[src/wbuf_pkg.sv]
// shared sizes, vector types and bus structs of the coalescing store buffer
// the rtl and the testbench refer to everything here by scoped name

package wbuf_pkg;

  //////////////////////////////
  // sizes
  //////////////////////////////

  // fully associative entries, one 64 bit word each
  localparam int WBUF_DEPTH        = 8;
  // transactions that may be in flight at once
  localparam int NUM_TX            = 4;
  localparam int ADDR_WIDTH        = 32;
  localparam int BYTES_PER_WORD    = 8;

  // derived widths
  localparam int WORD_OFFSET_WIDTH = $clog2(BYTES_PER_WORD);
  localparam int WORD_ADDR_WIDTH   = ADDR_WIDTH - WORD_OFFSET_WIDTH;
  localparam int WORD_WIDTH        = 8 * BYTES_PER_WORD;
  localparam int WBUF_PTR_WIDTH    = $clog2(WBUF_DEPTH);
  localparam int TX_ID_WIDTH       = $clog2(NUM_TX);

  //////////////////////////////
  // vector types
  //////////////////////////////

  // byte address without the offset inside the word
  typedef logic [WORD_ADDR_WIDTH-1:0] word_addr_t;
  typedef logic [WORD_WIDTH-1:0]      word_data_t;
  // one bit per byte lane
  typedef logic [BYTES_PER_WORD-1:0]  byte_mask_t;
  typedef logic [WBUF_PTR_WIDTH-1:0]  wbuf_ptr_t;
  typedef logic [TX_ID_WIDTH-1:0]     tx_id_t;

  //////////////////////////////
  // structs
  //////////////////////////////

  // store coming from the core
  typedef struct packed {
    word_addr_t addr;
    word_data_t data;
    byte_mask_t mask;
  } store_req_t;

  // one buffer entry, the three masks give the state of each byte
  typedef struct packed {
    word_addr_t addr;
    word_data_t data;
    byte_mask_t valid;
    byte_mask_t dirty;
    // byte is part of a transaction in flight
    byte_mask_t txblock;
  } wbuf_entry_t;

  // intake write into one entry
  typedef struct packed {
    logic       en;
    wbuf_ptr_t  ptr;
    store_req_t req;
  } wbuf_write_t;

  // byte mask update, used for send-mark and for response clear
  typedef struct packed {
    logic       en;
    wbuf_ptr_t  ptr;
    byte_mask_t mask;
  } wbuf_mark_t;

  // outgoing memory write, id names the transaction slot
  typedef struct packed {
    tx_id_t     id;
    word_addr_t addr;
    word_data_t data;
    byte_mask_t mask;
  } mem_req_t;

  // bookkeeping for one outstanding transaction
  typedef struct packed {
    logic       valid;
    wbuf_ptr_t  ptr;
    byte_mask_t mask;
  } tx_slot_t;

endpackage

[src/wbuf_store_intake.sv]
// store intake of the coalescing store buffer
// matches the incoming store against all buffered words and grants it in the
// same cycle when it hits or a free entry exists, then issues the array write

`timescale 1ns/100ps

module wbuf_store_intake (
  input  logic                                            clk_i,
  input  logic                                            rst_ni,
  input  logic                                            store_valid_i,
  input  wbuf_pkg::store_req_t                            store_req_i,
  input  wbuf_pkg::wbuf_entry_t [wbuf_pkg::WBUF_DEPTH-1:0] entries_i,
  output logic                                            store_gnt_o,
  output wbuf_pkg::wbuf_write_t                           wr_cmd_o
);

  logic [wbuf_pkg::WBUF_DEPTH-1:0] hit;
  logic [wbuf_pkg::WBUF_DEPTH-1:0] free;
  wbuf_pkg::wbuf_ptr_t             hit_ptr;
  wbuf_pkg::wbuf_ptr_t             free_ptr;
  logic                            any_hit;
  logic                            any_free;

  //////////////////////////////
  // address match
  //////////////////////////////

  for (genvar k = 0; k < wbuf_pkg::WBUF_DEPTH; k++) begin : gen_match
    // an entry without any valid byte is free
    assign free[k] = ~(|entries_i[k].valid);
    // only live entries take part in the compare
    assign hit[k]  = ~free[k] & (entries_i[k].addr == store_req_i.addr);
  end

  assign any_hit  = |hit;
  assign any_free = |free;

  // walk downward so the lowest index is taken last and wins
  always_comb begin : p_encode
    hit_ptr  = '0;
    free_ptr = '0;
    for (int k = wbuf_pkg::WBUF_DEPTH - 1; k >= 0; k--) begin
      if (hit[k]) begin
        hit_ptr = wbuf_pkg::wbuf_ptr_t'(k);
      end
      if (free[k]) begin
        free_ptr = wbuf_pkg::wbuf_ptr_t'(k);
      end
    end
  end

  //////////////////////////////
  // grant and write command
  //////////////////////////////

  // a hit always coalesces, a miss needs a free entry
  assign store_gnt_o  = store_valid_i & (any_hit | any_free);

  assign wr_cmd_o.en  = store_gnt_o;
  assign wr_cmd_o.ptr = any_hit ? hit_ptr : free_ptr;
  assign wr_cmd_o.req = store_req_i;

  //////////////////////////////
  // checks
  //////////////////////////////

  // a word lives in at most one entry, which relies on the array
  // only ever allocating a miss into a free entry
  a_hit_onehot : assert property (
    @(posedge clk_i) disable iff (!rst_ni)
    store_valid_i |-> $onehot0(hit)
  ) else $error("store address matches more than one buffer entry");

endmodule

[src/wbuf_entry_array.sv]
// entry storage of the coalescing store buffer
// holds address, data and the valid/dirty/txblock byte masks of every entry
// and applies the response clear, the send-mark and the store write each cycle

`timescale 1ns/100ps

module wbuf_entry_array (
  input  logic                                             clk_i,
  input  logic                                             rst_ni,
  input  wbuf_pkg::wbuf_write_t                            wr_cmd_i,
  input  wbuf_pkg::wbuf_mark_t                             send_mark_i,
  input  wbuf_pkg::wbuf_mark_t                             clear_mark_i,
  output wbuf_pkg::wbuf_entry_t [wbuf_pkg::WBUF_DEPTH-1:0] entries_o,
  output logic                                             empty_o
);

  // payload storage
  wbuf_pkg::word_addr_t addr_q [wbuf_pkg::WBUF_DEPTH];
  wbuf_pkg::word_data_t data_q [wbuf_pkg::WBUF_DEPTH];

  // per byte state
  wbuf_pkg::byte_mask_t [wbuf_pkg::WBUF_DEPTH-1:0] valid_q;
  wbuf_pkg::byte_mask_t [wbuf_pkg::WBUF_DEPTH-1:0] valid_d;
  wbuf_pkg::byte_mask_t [wbuf_pkg::WBUF_DEPTH-1:0] dirty_q;
  wbuf_pkg::byte_mask_t [wbuf_pkg::WBUF_DEPTH-1:0] dirty_d;
  wbuf_pkg::byte_mask_t [wbuf_pkg::WBUF_DEPTH-1:0] txblock_q;
  wbuf_pkg::byte_mask_t [wbuf_pkg::WBUF_DEPTH-1:0] txblock_d;

  //////////////////////////////
  // byte state update
  //////////////////////////////

  // order matters: clear, then send-mark, then the store write on top
  always_comb begin : p_state
    valid_d   = valid_q;
    dirty_d   = dirty_q;
    txblock_d = txblock_q;

    // response returned, bytes written again meanwhile stay for a resend
    if (clear_mark_i.en) begin
      txblock_d[clear_mark_i.ptr] = txblock_q[clear_mark_i.ptr] & ~clear_mark_i.mask;
      valid_d[clear_mark_i.ptr]   = valid_q[clear_mark_i.ptr] &
                                    ~(clear_mark_i.mask & ~dirty_q[clear_mark_i.ptr]);
    end

    // bytes handed to memory are no longer dirty but in flight
    if (send_mark_i.en) begin
      dirty_d[send_mark_i.ptr]   = dirty_d[send_mark_i.ptr] & ~send_mark_i.mask;
      txblock_d[send_mark_i.ptr] = txblock_d[send_mark_i.ptr] | send_mark_i.mask;
    end

    // a store in the send cycle leaves the byte dirty and in flight
    if (wr_cmd_i.en) begin
      valid_d[wr_cmd_i.ptr] = valid_d[wr_cmd_i.ptr] | wr_cmd_i.req.mask;
      dirty_d[wr_cmd_i.ptr] = dirty_d[wr_cmd_i.ptr] | wr_cmd_i.req.mask;
    end
  end

  always_ff @(posedge clk_i or negedge rst_ni) begin : p_state_regs
    if (!rst_ni) begin
      valid_q   <= '0;
      dirty_q   <= '0;
      txblock_q <= '0;
    end else begin
      valid_q   <= valid_d;
      dirty_q   <= dirty_d;
      txblock_q <= txblock_d;
    end
  end

  //////////////////////////////
  // payload write
  //////////////////////////////

  // byte merge into the target word
  always_ff @(posedge clk_i) begin : p_payload
    if (wr_cmd_i.en) begin
      addr_q[wr_cmd_i.ptr] <= wr_cmd_i.req.addr;
      for (int b = 0; b < wbuf_pkg::BYTES_PER_WORD; b++) begin
        if (wr_cmd_i.req.mask[b]) begin
          data_q[wr_cmd_i.ptr][b*8 +: 8] <= wr_cmd_i.req.data[b*8 +: 8];
        end
      end
    end
  end

  //////////////////////////////
  // outputs and checks
  //////////////////////////////

  for (genvar k = 0; k < wbuf_pkg::WBUF_DEPTH; k++) begin : gen_out
    assign entries_o[k].addr    = addr_q[k];
    assign entries_o[k].data    = data_q[k];
    assign entries_o[k].valid   = valid_q[k];
    assign entries_o[k].dirty   = dirty_q[k];
    assign entries_o[k].txblock = txblock_q[k];

    // legal byte states are 000, 110, 101 and 111 (valid/dirty/txblock)
    // so a dead byte carries no flags and a live byte is dirty or in flight
    a_byte_state : assert property (
      @(posedge clk_i) disable iff (!rst_ni)
      ((~valid_q[k] & (dirty_q[k] | txblock_q[k])) == '0) &&
      ((valid_q[k] & ~dirty_q[k] & ~txblock_q[k]) == '0)
    ) else $error("entry %0d holds an illegal byte state", k);
  end

  assign empty_o = (valid_q == '0);

endmodule

[src/wbuf_tx_engine.sv]
// transmit side of the coalescing store buffer
// picks a sendable word and a free transaction slot with locked round-robin,
// issues the memory write, marks its bytes in flight and retires responses

`timescale 1ns/100ps

module wbuf_tx_engine (
  input  logic                                            clk_i,
  input  logic                                            rst_ni,
  input  wbuf_pkg::wbuf_entry_t [wbuf_pkg::WBUF_DEPTH-1:0] entries_i,
  input  logic                                            mem_ack_i,
  input  logic                                            mem_rsp_valid_i,
  input  wbuf_pkg::tx_id_t                                mem_rsp_id_i,
  output logic                                            mem_req_valid_o,
  output wbuf_pkg::mem_req_t                              mem_req_o,
  output wbuf_pkg::wbuf_mark_t                            send_mark_o,
  output wbuf_pkg::wbuf_mark_t                            clear_mark_o
);

  wbuf_pkg::tx_slot_t [wbuf_pkg::NUM_TX-1:0]       slot_q;
  wbuf_pkg::tx_slot_t [wbuf_pkg::NUM_TX-1:0]       slot_d;
  wbuf_pkg::byte_mask_t [wbuf_pkg::WBUF_DEPTH-1:0] send_mask;
  logic [wbuf_pkg::WBUF_DEPTH-1:0]                 sendable;
  logic [wbuf_pkg::NUM_TX-1:0]                     free_slot;
  logic                                            rsp_valid_q;
  wbuf_pkg::tx_id_t                                rsp_id_q;
  logic                                            lock_q;
  wbuf_pkg::wbuf_ptr_t                             ent_lock_q;
  wbuf_pkg::tx_id_t                                slot_lock_q;
  wbuf_pkg::wbuf_ptr_t                             ent_rr_q;
  wbuf_pkg::tx_id_t                                slot_rr_q;
  wbuf_pkg::wbuf_ptr_t                             ent_pick;
  wbuf_pkg::wbuf_ptr_t                             slot_pick;
  wbuf_pkg::wbuf_ptr_t                             ent_sel;
  wbuf_pkg::tx_id_t                                slot_sel;
  logic                                            tx_fire;

  // first requester at or after start, wrapping around
  function automatic wbuf_pkg::wbuf_ptr_t rr_pick(
    input logic [wbuf_pkg::WBUF_DEPTH-1:0] req,
    input wbuf_pkg::wbuf_ptr_t             start
  );
    wbuf_pkg::wbuf_ptr_t idx;
    wbuf_pkg::wbuf_ptr_t pick;
    logic                found;
    pick  = start;
    found = 1'b0;
    for (int i = 0; i < wbuf_pkg::WBUF_DEPTH; i++) begin
      idx = start + wbuf_pkg::wbuf_ptr_t'(i);
      if (!found && req[idx]) begin
        pick  = idx;
        found = 1'b1;
      end
    end
    return pick;
  endfunction

  //////////////////////////////
  // selection
  //////////////////////////////

  // a word with bytes in flight waits, a resend must not overtake the older write
  for (genvar k = 0; k < wbuf_pkg::WBUF_DEPTH; k++) begin : gen_sendable
    assign send_mask[k] = entries_i[k].valid & entries_i[k].dirty;
    assign sendable[k]  = (|send_mask[k]) & ~(|entries_i[k].txblock);
  end

  for (genvar j = 0; j < wbuf_pkg::NUM_TX; j++) begin : gen_free
    assign free_slot[j] = ~slot_q[j].valid;
  end

  assign ent_pick  = rr_pick(sendable, ent_rr_q);
  // slot vector padded up to the pointer width of the shared picker
  assign slot_pick = rr_pick({{(wbuf_pkg::WBUF_DEPTH - wbuf_pkg::NUM_TX){1'b0}}, free_slot},
                             {{(wbuf_pkg::WBUF_PTR_WIDTH - wbuf_pkg::TX_ID_WIDTH){1'b0}},
                              slot_rr_q});

  // choices freeze while a request waits for its ack
  assign ent_sel  = lock_q ? ent_lock_q : ent_pick;
  assign slot_sel = lock_q ? slot_lock_q : slot_pick[wbuf_pkg::TX_ID_WIDTH-1:0];

  //////////////////////////////
  // memory request
  //////////////////////////////

  assign mem_req_valid_o = (|sendable) & (|free_slot);
  assign tx_fire         = mem_req_valid_o & mem_ack_i;

  assign mem_req_o.id    = slot_sel;
  assign mem_req_o.addr  = entries_i[ent_sel].addr;
  assign mem_req_o.data  = entries_i[ent_sel].data;
  assign mem_req_o.mask  = send_mask[ent_sel];

  assign send_mark_o.en   = tx_fire;
  assign send_mark_o.ptr  = ent_sel;
  assign send_mark_o.mask = send_mask[ent_sel];

  // registered response clears the bytes its slot carried
  assign clear_mark_o.en   = rsp_valid_q;
  assign clear_mark_o.ptr  = slot_q[rsp_id_q].ptr;
  assign clear_mark_o.mask = slot_q[rsp_id_q].mask;

  //////////////////////////////
  // slots and pointers
  //////////////////////////////

  always_comb begin : p_slots
    slot_d = slot_q;
    if (rsp_valid_q) begin
      slot_d[rsp_id_q].valid = 1'b0;
    end
    if (tx_fire) begin
      slot_d[slot_sel].valid = 1'b1;
      slot_d[slot_sel].ptr   = ent_sel;
      slot_d[slot_sel].mask  = send_mask[ent_sel];
    end
  end

  always_ff @(posedge clk_i or negedge rst_ni) begin : p_regs
    if (!rst_ni) begin
      slot_q      <= '0;
      rsp_valid_q <= 1'b0;
      rsp_id_q    <= '0;
      lock_q      <= 1'b0;
      ent_lock_q  <= '0;
      slot_lock_q <= '0;
      ent_rr_q    <= '0;
      slot_rr_q   <= '0;
    end else begin
      slot_q      <= slot_d;
      rsp_valid_q <= mem_rsp_valid_i;
      rsp_id_q    <= mem_rsp_id_i;
      // hold while raised and not yet acknowledged
      lock_q      <= mem_req_valid_o & ~mem_ack_i;
      ent_lock_q  <= ent_sel;
      slot_lock_q <= slot_sel;
      // fairness: next search starts behind the winner
      if (tx_fire) begin
        ent_rr_q  <= ent_sel + 1'b1;
        slot_rr_q <= slot_sel + 1'b1;
      end
    end
  end

  //////////////////////////////
  // checks
  //////////////////////////////

  a_rsp_known : assert property (
    @(posedge clk_i) disable iff (!rst_ni)
    mem_rsp_valid_i |-> slot_q[mem_rsp_id_i].valid
  ) else $error("response for a transaction slot that is not outstanding");

  a_no_alloc_free : assert property (
    @(posedge clk_i) disable iff (!rst_ni)
    (tx_fire && rsp_valid_q) |-> (slot_sel != rsp_id_q)
  ) else $error("transaction slot allocated and freed in the same cycle");

  // data and mask may still coalesce, the locked word and slot may not move
  a_req_stable : assert property (
    @(posedge clk_i) disable iff (!rst_ni)
    (mem_req_valid_o && !mem_ack_i) |=>
      (mem_req_valid_o && $stable(mem_req_o.id) && $stable(mem_req_o.addr))
  ) else $error("memory request changed before its acknowledge");

endmodule

[src/wbuf_top.sv]
// top level of the coalescing store buffer
// store port in, split memory request and response ports out, plus an empty
// flag for draining; intake, entry array and transmit engine are wired here

`timescale 1ns/100ps

module wbuf_top (
  input  logic                 clk_i,
  input  logic                 rst_ni,
  // core store port, grant comes back in the same cycle
  input  logic                 store_valid_i,
  input  wbuf_pkg::store_req_t store_req_i,
  output logic                 store_gnt_o,
  // memory write requests
  output logic                 mem_req_valid_o,
  output wbuf_pkg::mem_req_t   mem_req_o,
  input  logic                 mem_ack_i,
  // memory responses, never back-pressured
  input  logic                 mem_rsp_valid_i,
  input  wbuf_pkg::tx_id_t     mem_rsp_id_i,
  output logic                 empty_o
);

  wbuf_pkg::wbuf_entry_t [wbuf_pkg::WBUF_DEPTH-1:0] entries;
  wbuf_pkg::wbuf_write_t                            wr_cmd;
  wbuf_pkg::wbuf_mark_t                             send_mark;
  wbuf_pkg::wbuf_mark_t                             clear_mark;

  //////////////////////////////
  // store side
  //////////////////////////////

  wbuf_store_intake i_store_intake (
    .clk_i         ( clk_i         ),
    .rst_ni        ( rst_ni        ),
    .store_valid_i ( store_valid_i ),
    .store_req_i   ( store_req_i   ),
    .entries_i     ( entries       ),
    .store_gnt_o   ( store_gnt_o   ),
    .wr_cmd_o      ( wr_cmd        )
  );

  // shared state seen by both sides
  wbuf_entry_array i_entry_array (
    .clk_i        ( clk_i      ),
    .rst_ni       ( rst_ni     ),
    .wr_cmd_i     ( wr_cmd     ),
    .send_mark_i  ( send_mark  ),
    .clear_mark_i ( clear_mark ),
    .entries_o    ( entries    ),
    .empty_o      ( empty_o    )
  );

  //////////////////////////////
  // memory side
  //////////////////////////////

  wbuf_tx_engine i_tx_engine (
    .clk_i           ( clk_i           ),
    .rst_ni          ( rst_ni          ),
    .entries_i       ( entries         ),
    .mem_ack_i       ( mem_ack_i       ),
    .mem_rsp_valid_i ( mem_rsp_valid_i ),
    .mem_rsp_id_i    ( mem_rsp_id_i    ),
    .mem_req_valid_o ( mem_req_valid_o ),
    .mem_req_o       ( mem_req_o       ),
    .send_mark_o     ( send_mark       ),
    .clear_mark_o    ( clear_mark      )
  );

endmodule

[config.mk]
export PLATFORM = sky130hd
export DESIGN_NAME = wbuf_top
export DESIGN_NICKNAME = d
export VERILOG_FILES = /design/src/wbuf_pkg.sv /design/src/wbuf_store_intake.sv /design/src/wbuf_entry_array.sv /design/src/wbuf_tx_engine.sv /design/src/wbuf_top.sv
export SDC_FILE = /design/constraint.sdc
export NUM_CORES = 2
export LEC_CHECK = 0
export BUFFER_PORTS_ARGS = -buffer_cell sky130_fd_sc_hd__buf_2
export CORE_UTILIZATION = 33
export CTS_CLUSTER_SIZE = 28
export DETAILED_ROUTE_END_ITERATION = 7
export PLACE_DENSITY = 0.44
export SLEW_MARGIN = 20
export SYNTH_ARGS = -nofsm -noshare
export SYNTH_HDL_FRONTEND = slang
export SYNTH_SLANG_ARGS = --single-unit
[constraint.sdc]
create_clock -name clk_i -period 6.8 [get_ports clk_i]
set_input_delay 1.36 -clock clk_i [delete_from_list [all_inputs] [get_ports clk_i]]
set_output_delay 1.36 -clock clk_i [all_outputs]
set_load 0.03 [all_outputs]
After elaboration in Yosys (flattened, before gate mapping) --
Memories as Yosys holds them, arrays and structs flattened. Index checks and enable logic that the tools add are counted. W data, S select, Z words.
Storage, ports and cells: register bits after elaboration 254, bits in writable memories 744, input port bits 108, output and inout bits 106, memories kept 2
Memories:
- i_entry_array.data_q | words 8, bits a word 64, rd ports 8, clocked after memory_dff 0, write ports 1, line wbuf_entry_array.sv:19 | wbuf_pkg::word_data_t data_q [wbuf_pkg::WBUF_DEPTH];
- i_entry_array.addr_q | words 8, bits a word 29, rd ports 8, clocked after memory_dff 0, write ports 1, line wbuf_entry_array.sv:18 | wbuf_pkg::word_addr_t addr_q [wbuf_pkg::WBUF_DEPTH];
Cells by class: add/subtract/negate cells 16, $lt $le $gt $ge 26, equal/unequal tests 8, muxes and demuxes 157, bitwise operators 61, reduce and logical (&&, ||, !) cells 62
Operators by type and width (count):
- $bwmux W64 | 6
- $mux W64 | 6
- $bmux W117 S3 | 1
- $eq A29 B29 Y1 | 8
- $reduce_or A8 Y1 | 27
- $bmux W8 S3 | 8
- $bwmux W48 | 4
- $mux W117 | 1
- $and A8 B8 Y8 | 12
- $demux W12 S2 | 4
- $mux W48 | 2
- $mux W8 | 12
- $mux W3 | 25
- $demux W8 S3 | 3
- $lt A3 B4 Y1 const B | 18
- $logic_not A64 Y1 | 1
- $mux W1 | 56
- $bmux W1 S3 | 15
- $not A8 Y8 | 4
- $bmux W12 S2 | 1
- $mux W12 | 2
- $or A8 B8 Y8 | 3
- $mux W11 | 2
- $not A1 Y1 | 21
- other kinds (18) | 88

Logic depth before layout (Yosys ltp) --
depth in word-level cells 39, mapped depth 24

Hierarchy --
A second synthesis with hierarchy kept.
Unflattened totals: cell total of the unflattened synthesis 4425, area, all modules 53344.9 um2
Modules (own cells, without submodules):
- wbuf_entry_array | instances 1, cells each 2287, area an instance 35952.0 um2, seq. area each 27146.0 um2
- wbuf_tx_engine | instances 1, cells each 1639, area an instance 13452.9 um2, seq. area each 1551.5 um2
- wbuf_store_intake | instances 1, cells each 499, area an instance 3940.0 um2, seq. area each 0.0 um2

Worst setup path before layout --
OpenSTA, ideal clock, no wires.
path kind reg2out, start reg i_tx_engine.ent_rr_q[1], end out mem_req_o[10] in the netlist's numbering, arrival 4.870 ns, required time 5.440 ns, path slack 0.570 ns, cell stages (with the launch flop) 21, path through dfrtp_1 inv_1 clkbuf_1 ha_1 inv_1 clkbuf_1 mux2_2 mux4_2 nor2_2 o211ai_2 o2111ai_1 and3_4 buf_6 buf_2 buf_6 buf_2 buf_2 buf_1 nand2_1 a311oi_1 a31o_2
RTL lines:
- start, declared | line wbuf_tx_engine.sv:30 | wbuf_pkg::wbuf_ptr_t ent_rr_q;
- start signal, assigned | line wbuf_tx_engine.sv:139 | ent_rr_q <= ent_sel + 1'b1;
- end, declared | line wbuf_top.sv:16 | output wbuf_pkg::mem_req_t mem_req_o,

==> metrics.cfg <==
[worst_setup_path]
setup.worst_path.start=i_entry_array.entries_o[839]$_DFF_PN0_
required_ns=5.44
ff2ff_setup_slack_ns=0.45
critPathKind=flip-flop to primary output
r2r-start=i_entry_array.entries_o[839]$_DFF_PN0_
worstSetupEndpointType=primary output
r2r-end=i_entry_array.entries_o[483]$_DFF_PN0_
critPathCapture=mem_req_o[5]
start_kind=flip-flop
rr_worst_depth=18
arrival_ns=5.42
path_max_fanout=6

[timing]
fin_crit_ns=6.78
hold_violations=0
finalMaxSlewViolations=0
period_share=0.997
slew_headroom=0.259
tightest_slew_ns=1.10
skew_ns=0.0776
setup_viol=0
rsz0062_at_grt=yes
max_freq_ghz=0.147

[global_routing]
grt_pass1_wl_um=299000
grt_pass1_vias=39200
grt_max_degree=142
grt_overflow=0
antenna_found_initial=17
grt_use_total=0.260

[synth]
yosysMostFrequentCell=nand2_1
yosys_warnings=0
synth_top_flop_cell=edfxtp_1
muxShareOfSynthArea=0.102
synth.distinct_cells=103
post_synth_and_or_nand_nor_area_fraction=0.168
synth-compound-area-share=0.102
netlist.area_leader.share=0.431
synth_fa_ha_area_frac=0.00217
ys_seq_elements=998
ys_top_cells_by_count=nand2_1 (1011), edfxtp_1 (744), mux2i_1 (281)
yosys.area.top_type=edfxtp_1
syn_avg_cell_area_um2=11.1
synthArstFlopShare=0.255
synth_cells=4658
netlist_area_mm2=0.0519
synth_top_family_by_area=simple AND/OR/NAND/NOR gates
synth_xor_area_frac=0.0404
synth_seq_area_share=0.553
synth_area_leaders=edfxtp_1 (43%), dfrtp_1 (12%), nand2_1 (7.3%)
synth-edff-count=744
syn-num-nets=4775

[die]
start_util=0.332
core_area_mm2=0.156
dieArea_mm2=0.159
io-pin-count=214
die_w_um=398
rows=145
die_h_um=398

[routing]
routedWlPerCell_um=30.0
ant_nets=0
drt-initial-drc-count=4394
drc_errors=4
drt_wl_total_um=213000
via_per_inst=5.75
dr.pass1.iters=8
vias=40800

[hold_path]
hp-class=flip-flop to flip-flop

[place]
numPortBuffers=213
hpwl_um=143000
gp_congestion=1.03

[finish]
num-fill-cells=15100
nets=5040
drive_above_1_share=0.208
syn_to_final_growth_pct=18.3
final_core_util=0.393

[clock_tree]
ctsRootBufferMaster=clkbuf_16
cts_hold_buf=0
clock_path_buffers=3
cts_max_level=3
cts_tree=done
clk_latency_ns=0.76
cts.sinks=998
cts_made_buffers=119
path_clk_slew_ns=0.06

[run]
cap_violations=0

[outcome]
violations=DRC
outcome=complete, but fails checks

[worst min-delay path by stage]
stage / slack (ns) / to / cells past startpoint / from
6_report: 0.47 / i_tx_engine.slot_q[13]$_DFFE_PN0P_ / 2 / i_tx_engine.slot_q[13]$_DFFE_PN0P_
5_1_grt: 0.51 / i_tx_engine.slot_q[10]$_DFFE_PN0P_ / 2 / i_tx_engine.slot_q[10]$_DFFE_PN0P_
3_5_place_dp: 0.47 / i_tx_engine.slot_q[13]$_DFFE_PN0P_ / 2 / i_tx_engine.slot_q[13]$_DFFE_PN0P_
4_1_cts: 0.48 / i_tx_engine.slot_q[13]$_DFFE_PN0P_ / 2 / i_tx_engine.slot_q[13]$_DFFE_PN0P_
3_3_place_gp: 0.46 / i_tx_engine.slot_q[33]$_DFFE_PN0P_ / 2 / i_tx_engine.slot_q[33]$_DFFE_PN0P_
2_1_floorplan: 0.44 / i_tx_engine.slot_q[25]$_DFFE_PN0P_ / 2 / i_tx_engine.slot_q[25]$_DFFE_PN0P_
[cell type report]
class,instances,area [µm²],share of cell area
diodes,3,7.51,0.000122
clock buffers,151,3220,0.0524
clock inverters,72,960,0.0156
inverters,30,169,0.00275
multi-input cells,3295,22000,0.358
flip-flops and latches,998,28700,0.468
well taps,2058,2570,0.0420
repair buffers,477,3720,0.0607
repair inverters,2,20.0,0.000326
[cell usage in the layout, fill, tap and decap left out, drive strengths merged, types with 119 or more instances in the layout]
cell type  count
o21ai        137
nand3        271
clkbuf       159
mux2i        282
nor2         174
buf          466
edfxtp       744
nand2       1014
dfrtp        254
xnor2        135
and3         119
[flip-flops by register name, indices dropped and copies added, names as in the netlist]
signal / count
i_tx_engine.slot_lock_q: 2
i_tx_engine.ent_rr_q: 3
i_tx_engine.slot_q: 48
i_tx_engine.rsp_id_q: 2
i_tx_engine.lock_q: 1
i_entry_array.entries_o: 192
i_entry_array.data_q: 512
i_tx_engine.slot_rr_q: 2
i_tx_engine.ent_lock_q: 3
i_entry_array.addr_q: 232
i_tx_engine.rsp_valid_q: 1
[critical path, cell delays in order (launching register included)]
cell and delay [ns]:
dfrtp_1 0.51, nand2_4 0.17, nand4_1 0.31, o21a_2 0.36
mux2_2 0.30, mux4_2 0.52, nor2_4 0.17, o211ai_2 0.10
buf_4 0.18, nor4_1 0.86, a21oi_1 0.17, o221ai_4 0.16
mux2i_1 0.14, buf_4 0.18, mux2_2 0.27, inv_1 0.09
buf_2 0.20
[stage by stage]
stage	setup slack, ns	instance area, µm²	hold slack [ns]	std cells	TNS [ns]
floorplan	0.570	51900	0.445	4658	0
global placement	0.129	56300	0.459	6830	0
detailed placement	0.262	56300	0.469	6830	0
CTS	-0.0420	60800	0.482	7065	-0.0892
global route	-0.0363	61400	0.510	7083	-0.203
finish	0.0188	61400	0.475	7086	0
[metal layers]
layer | up-vias | global-route usage | share of wire
met5 | - | 0 | 0.00034
met4 | 12 | 0.0956 | 0.040
met3 | 454 | 0.0505 | 0.077
met2 | 1842 | 0.396 | 0.44
met1 | 20600 | 0.365 | 0.44
li1 | 17800 | - | -
[cells by family (layout without fill, tap and decap cells)]
group | count (synthesis) | in the layout
AOI/OAI and AO/OA | 718 | 718
xor gates and xnor gates | 239 | 239
adders and majority gates | 9 | 9
buffers and inverters | 365 | 732
DFF | 998 | 998
muxes | 434 | 434
other | 0 | 3
and+or+nand+nor | 1895 | 1895
[timing repair]
| item | 4_1_cts | 5_1_grt |
|---|---|---|
| pin swaps | 2 | 10 |
| setup buffers | 8 | 12 |
| resized for setup | 46 | 64 |
| gates cloned | 4 | 6 |
| setup endpoints to repair | 100 | 100 |
Power is not shown: default switching activity piles up to over one toggle a cycle in this logic, so the estimate is an artifact.
